$ cat src/dcache_consts.svh
`ifndef DCACHE_CONSTS_SVH
`define DCACHE_CONSTS_SVH

// cache geometry

// ways per set
`define DCACHE_WAYS 2

// sets per way
`define DCACHE_SETS 128

// 32-bit words in one line
`define DCACHE_WORDS_PER_LINE 16

// bytes in one word
`define DCACHE_WORD_BYTES 4

// request and bus address width
`define DCACHE_ADDR_WIDTH 32

`endif

$ cat src/dcache_pkg.sv
`include "dcache_consts.svh"

package dcache_pkg;

    localparam int ALIGN_BITS  = $clog2(`DCACHE_WORD_BYTES);
    localparam int OFFSET_BITS = $clog2(`DCACHE_WORDS_PER_LINE);
    localparam int INDEX_BITS  = $clog2(`DCACHE_SETS);
    localparam int WAY_BITS    = $clog2(`DCACHE_WAYS);
    localparam int TAG_BITS    = `DCACHE_ADDR_WIDTH - INDEX_BITS - OFFSET_BITS - ALIGN_BITS;

    typedef logic [`DCACHE_WORD_BYTES*8-1:0] word_t;
    typedef logic [`DCACHE_WORD_BYTES-1:0]   strobe_t;
    typedef logic [INDEX_BITS-1:0]           index_t;
    typedef logic [OFFSET_BITS-1:0]          offset_t;
    typedef logic [TAG_BITS-1:0]             tag_t;
    typedef logic [WAY_BITS-1:0]             way_t;

    // tag | index | word offset | byte alignment
    typedef struct packed {
        tag_t                  tag;
        index_t                index;
        offset_t               offset;
        logic [ALIGN_BITS-1:0] align;
    } cache_addr_t;

    typedef enum logic [1:0] {
        IDLE,
        EVICT_READ,
        WRITEBACK,
        FETCH
    } miss_state_e;

endpackage

$ cat src/dcache_miss_fsm.sv
`timescale 1ns/1ps

module dcache_miss_fsm import dcache_pkg::*; (
    input  logic        clk,
    input  logic        resetn,
    input  logic        dreq_valid,
    input  logic        hit,
    input  index_t      miss_index,
    input  tag_t        miss_tag,
    input  way_t        victim_way,
    input  logic        victim_dirty,
    input  tag_t        victim_tag,
    input  logic        cresp_ready,
    input  logic        cresp_last,
    output logic        idle,
    output logic        ram_en,
    output logic        ram_write,
    output way_t        ram_way,
    output offset_t     ram_offset,
    output logic        capture,
    output offset_t     capture_offset,
    output offset_t     send_offset,
    output logic        refill_done,
    output logic        creq_valid,
    output logic        creq_is_write,
    output cache_addr_t creq_addr
);

    miss_state_e state;

    // read-out offset in EVICT_READ, beat offset on the bus
    offset_t cnt;
    logic    read_done;

    way_t way_q;
    tag_t victim_tag_q;

    logic miss;
    assign miss = (state == IDLE) && dreq_valid && !hit;

    always_ff @(posedge clk) begin
        if (resetn) begin
            state     <= IDLE;
            cnt       <= '0;
            read_done <= 1'b0;
            capture   <= 1'b0;
        end else begin
            // read data lands one cycle after the address
            capture <= ram_en && !ram_write;
            unique case (state)
                IDLE: begin
                    if (miss) begin
                        state     <= victim_dirty ? EVICT_READ : FETCH;
                        cnt       <= '0;
                        read_done <= 1'b0;
                    end
                end
                EVICT_READ: begin
                    if (read_done) begin
                        // last word is captured on this edge
                        state <= WRITEBACK;
                        cnt   <= '0;
                    end else begin
                        cnt <= cnt + 1'b1;
                        if (cnt == '1) begin
                            read_done <= 1'b1;
                        end
                    end
                end
                WRITEBACK: begin
                    if (cresp_ready) begin
                        cnt <= cnt + 1'b1;
                        if (cresp_last) begin
                            state <= FETCH;
                            cnt   <= '0;
                        end
                    end
                end
                FETCH: begin
                    if (cresp_ready) begin
                        cnt <= cnt + 1'b1;
                        if (cresp_last) begin
                            state <= IDLE;
                            cnt   <= '0;
                        end
                    end
                end
                default: begin
                    state <= IDLE;
                end
            endcase
        end
    end

    // victim chosen at the miss, held for the whole sequence
    always_ff @(posedge clk) begin
        if (miss) begin
            way_q        <= victim_way;
            victim_tag_q <= victim_tag;
        end
        capture_offset <= cnt;
    end

    assign idle = (state == IDLE);

    assign ram_en     = ((state == EVICT_READ) && !read_done) || ((state == FETCH) && cresp_ready);
    assign ram_write  = (state == FETCH);
    assign ram_way    = way_q;
    assign ram_offset = cnt;

    assign send_offset = cnt;
    assign refill_done = (state == FETCH) && cresp_ready && cresp_last;

    assign creq_valid    = (state == WRITEBACK) || (state == FETCH);
    assign creq_is_write = (state == WRITEBACK);

    // line aligned, old tag for the write-back
    always_comb begin
        creq_addr       = '0;
        creq_addr.index = miss_index;
        creq_addr.tag   = (state == WRITEBACK) ? victim_tag_q : miss_tag;
    end

endmodule

$ cat config.mk
export PLATFORM = sky130hd
export DESIGN_NAME = dcache_miss_fsm
export DESIGN_NICKNAME = d
export VERILOG_FILES = /design/src/dcache_pkg.sv /design/src/dcache_miss_fsm.sv
export VERILOG_INCLUDE_DIRS = /design/src
export SDC_FILE = /design/constraint.sdc
export NUM_CORES = 1
export LEC_CHECK = 0
export BUFFER_PORTS_ARGS = -buffer_cell sky130_fd_sc_hd__buf_4
export CORE_MARGIN = 2
export CORE_UTILIZATION = 40
export CTS_CLUSTER_SIZE = 8
export DETAILED_ROUTE_END_ITERATION = 8
export PLACE_DENSITY = 0.77
export REMOVE_ABC_BUFFERS = 1
export SLEW_MARGIN = 20
export SYNTH_ARGS = -nofsm -noshare
export SYNTH_HDL_FRONTEND = slang
export SYNTH_SLANG_ARGS = --single-unit
$ cat constraint.sdc
create_clock -name clk -period 3.3 [get_ports clk]
set_input_delay 0.495 -clock clk [delete_from_list [all_inputs] [get_ports clk]]
set_output_delay 0.495 -clock clk [all_outputs]
set_load 0.02 [all_outputs]
==> impl_metrics.env <==
export IMPL_status="finished clean"
export IMPL_endpoint="creq_addr[31]"
export IMPL_drt_pass1_iterations=4
export IMPL_grt_pass1_wl_um=5112
export IMPL_gp_congestion=0.7235
export IMPL_drtAntennaViolNets=0
export IMPL_p_clk_share_pct=19.9
export IMPL_max_cap_violations=0
export IMPL_max_stage_delay_ns=0.75
export IMPL_synth_cell_types=29
export IMPL_grt_usage_pct=15.57
export IMPL_yosysTopAreaCell="edfxtp_1"
export IMPL_r2r_start="state[0]"
export IMPL_area_delta_synth_final_pct=42.23
export IMPL_ys_warn_count=0
export IMPL_synth_edf_count=20
export IMPL_path_delay_family="adder cells"
export IMPL_cts_root_buf="clkbuf_8"
export IMPL_worst_pin_slew_ns=0.9850
export IMPL_seq_area_frac_synth_pct=53.85
export IMPL_clkSlewWorstSetupHoldPaths_ns=0.06
export IMPL_timing_critical_path_buf_inv=2
export IMPL_die_y_um=66.48
export IMPL_hold_slack_ns=0.3922
export IMPL_power_switching_uw=477.3
export IMPL_p_comb_share_pct=43.9
export IMPL_p_int_uw=898.5
export IMPL_drive_above_1_share_pct=57.43
export IMPL_power_density_nw_per_um2=619.5
export IMPL_cts_sinks=32
export IMPL_post_route_util_pct=59.76
export IMPL_reg2regPathDepth=7
export IMPL_cts_buffers=5
export IMPL_cpMaxStageDelayCell="ha_1"
export IMPL_grt_max_degree=22
export IMPL_r2r_end="ram_offset[3]"
export IMPL_required_ns=2.80
export IMPL_hold_class="in2reg"
export IMPL_vias=1234
export IMPL_postSynth_asyncResetShare_pct=0
export IMPL_synth_top_cell_area_share_pct=38.46
export IMPL_crit_start="state[0]"
export IMPL_rsz0062_at_grt="false"
export IMPL_drv_slew=0
export IMPL_synthTopCellsByArea="edfxtp_1, dfxtp_1, mux2_2"
export IMPL_rows=22
export IMPL_path_class="reg2out"
export IMPL_vdd_drop_max_mv=0.1940
export IMPL_path_cells="inv_1, ha_1, mux2_2, buf_4"
export IMPL_ys_flop_type="edfxtp_1"
export IMPL_post_route_drc_count=0
export IMPL_finalCritPeriodShare_pct=77.84
export IMPL_die_area_um2=4420
export IMPL_ys_seq_elements=32
export IMPL_timing_final_hold_violations=0
export IMPL_vias_per_cell=4.936
export IMPL_fin_crit_ns=2.569
export IMPL_rrSetupSlack_ns=1.16
export IMPL_nets=260
export IMPL_cts_hold_buf=0
export IMPL_avgSynthCellArea_um2=12.59
export IMPL_syn_instance_count=124
export IMPL_post_cts_buffers=0
export IMPL_setup_tns_ns=0
export IMPL_finClkSkew_ns=0.005134
export IMPL_synth_area_um2=1561
export IMPL_max_slew_margin_pct=34.26
export IMPL_fmaxAchievable_ghz=0.3893
export IMPL_preCtsSetupSlack_ns=1.002
export IMPL_endpoint_kind="output pin"
export IMPL_hpwl_um=2691
export IMPL_start_util_pct=42.02
export IMPL_p_sw_share_pct=34.69
export IMPL_grt_pass1_vias=1133
export IMPL_port_buffers=84
export IMPL_drt_wl_total_um=3476
export IMPL_p_seq_share_pct=36.2
export IMPL_crit_path_start_kind="register"
export IMPL_clk_latency_ns=0.27
export IMPL_cts_tree="done"
export IMPL_p_leak_uw=0.0009770
export IMPL_cp_max_fo=21
export IMPL_setup_violations=0
export IMPL_worstPathArrival_ns=2.07
export IMPL_die_w_um=66.48
export IMPL_postLayoutSetupSlackWorst_ns=0.7313
export IMPL_cts_buffer_depth=2
export IMPL_h_tree_depth=2
export IMPL_antenna_found_initial=0
export IMPL_core_area_um2=3716
export IMPL_worst_path_stages=4
export IMPL_diodes=0
export IMPL_cts_resized=0
export IMPL_gr_total_overflow=0
export IMPL_drtIter0Drc=23
export IMPL_wire_per_inst_um=13.90
export IMPL_finalPower_uw=1376
export IMPL_ios=105
-- worst reg2reg max path, cell delays in order, from the launching register on --
cell and delay, ns:
dfxtp_1 0.33, inv_1 0.13, ha_1 0.76, buf_4 0.28
o21bai_4 0.10, a21oi_4 0.22, nand3_1 0.09, a31oi_1 0.17
-- final cells by class --
type	instances	area, um^2
inverters	6	22.52
clock buffers	7	76.32
fillers	301	1495
repair buffers	85	638.1
flip-flops and latches	32	840.8
multi-input cells	71	578.1
well taps	48	60.06
clock inverters	1	5.005
-- cells by family (layout without fill, tap and decap cells) --
kind of cell	after synthesis	after routing	share of synthesized area, %
AND/OR/NAND/NOR	23	23	7.373
other	1	6	0.2402
adder cells (fa/ha/maj)	6	6	4.808
multiplexers	20	20	14.34
buffers and inverters	26	99	10.50
AO/OA/AOI/OAI	16	16	8.895
flip-flops	32	32	53.85
-- how the worst min path moves through the flow --
stage / start / endpoint / slack (ns) / cells after the start
2_1_floorplan: read_done / read_done / 0.47 / 2
3_3_place_gp: ram_offset[1] / capture_offset[1] / 0.41 / 0
3_5_place_dp: ram_offset[1] / capture_offset[1] / 0.42 / 0
4_1_cts: victim_tag[7] / victim_tag_q[7] / 0.38 / 1
5_1_grt: victim_way / ram_way / 0.38 / 1
6_report: victim_tag[17] / victim_tag_q[17] / 0.39 / 1
-- state kept, by name, summed over array words and instances (netlist names) --
register / cells
state: 2
ram_offset: 4
capture_offset: 4
read_done: 1
capture: 1
ram_way: 1
victim_tag_q: 19
-- metal layers --
metal  GRT usage (%)  up-vias  routed length, um
li1                -      570                  -
met2           28.13       91               1742
met4           6.888        0                 59
met3           6.757        6                472
met1           15.24      567               1202
met5               0        -                  0
-- cell usage after synthesis, types with 2 or more instances --
library cell,number
ha_1,6
nand2_1,5
nand2b_1,2
nor2_1,5
mux2_2,19
buf_4,17
nor3_1,2
inv_1,6
edfxtp_1,20
nand3_1,4
a211oi_1,4
buf_2,2
o21ai_1,2
a21oi_1,4
dfxtp_1,12
-- power groups by stage --
stage | combinational (uW) | sequential [uW] | clock, uW
2_1_floorplan | 366 | 517 | 0
3_3_place_gp | 591 | 504 | 0
3_5_place_dp | 606 | 507 | 0
4_1_cts | 608 | 498 | 283
5_1_grt | 650 | 504 | 300
6_report | 604 | 499 | 273
-- metrics by stage --
stage / instance area [um^2] / instances
after floorplan: 1439 / 109
after global placement: 2140 / 242
after detailed placement: 2140 / 242
after CTS: 2221 / 250
after global routing: 2221 / 250
final: 2221 / 250
-- placed cells by master (no fill, tap or decap), types with 4 or more instances in the layout --
master and n:
dfxtp_1 12, inv_1 6, mux2_2 19, a21oi_1 4
a211oi_1 4, nand2_1 5, conb_1 6, clkbuf_8 5
buf_4 85, ha_1 6, nor2_1 4, edfxtp_1 20
nand3_1 4
Power figures use the tool's default switching activity.
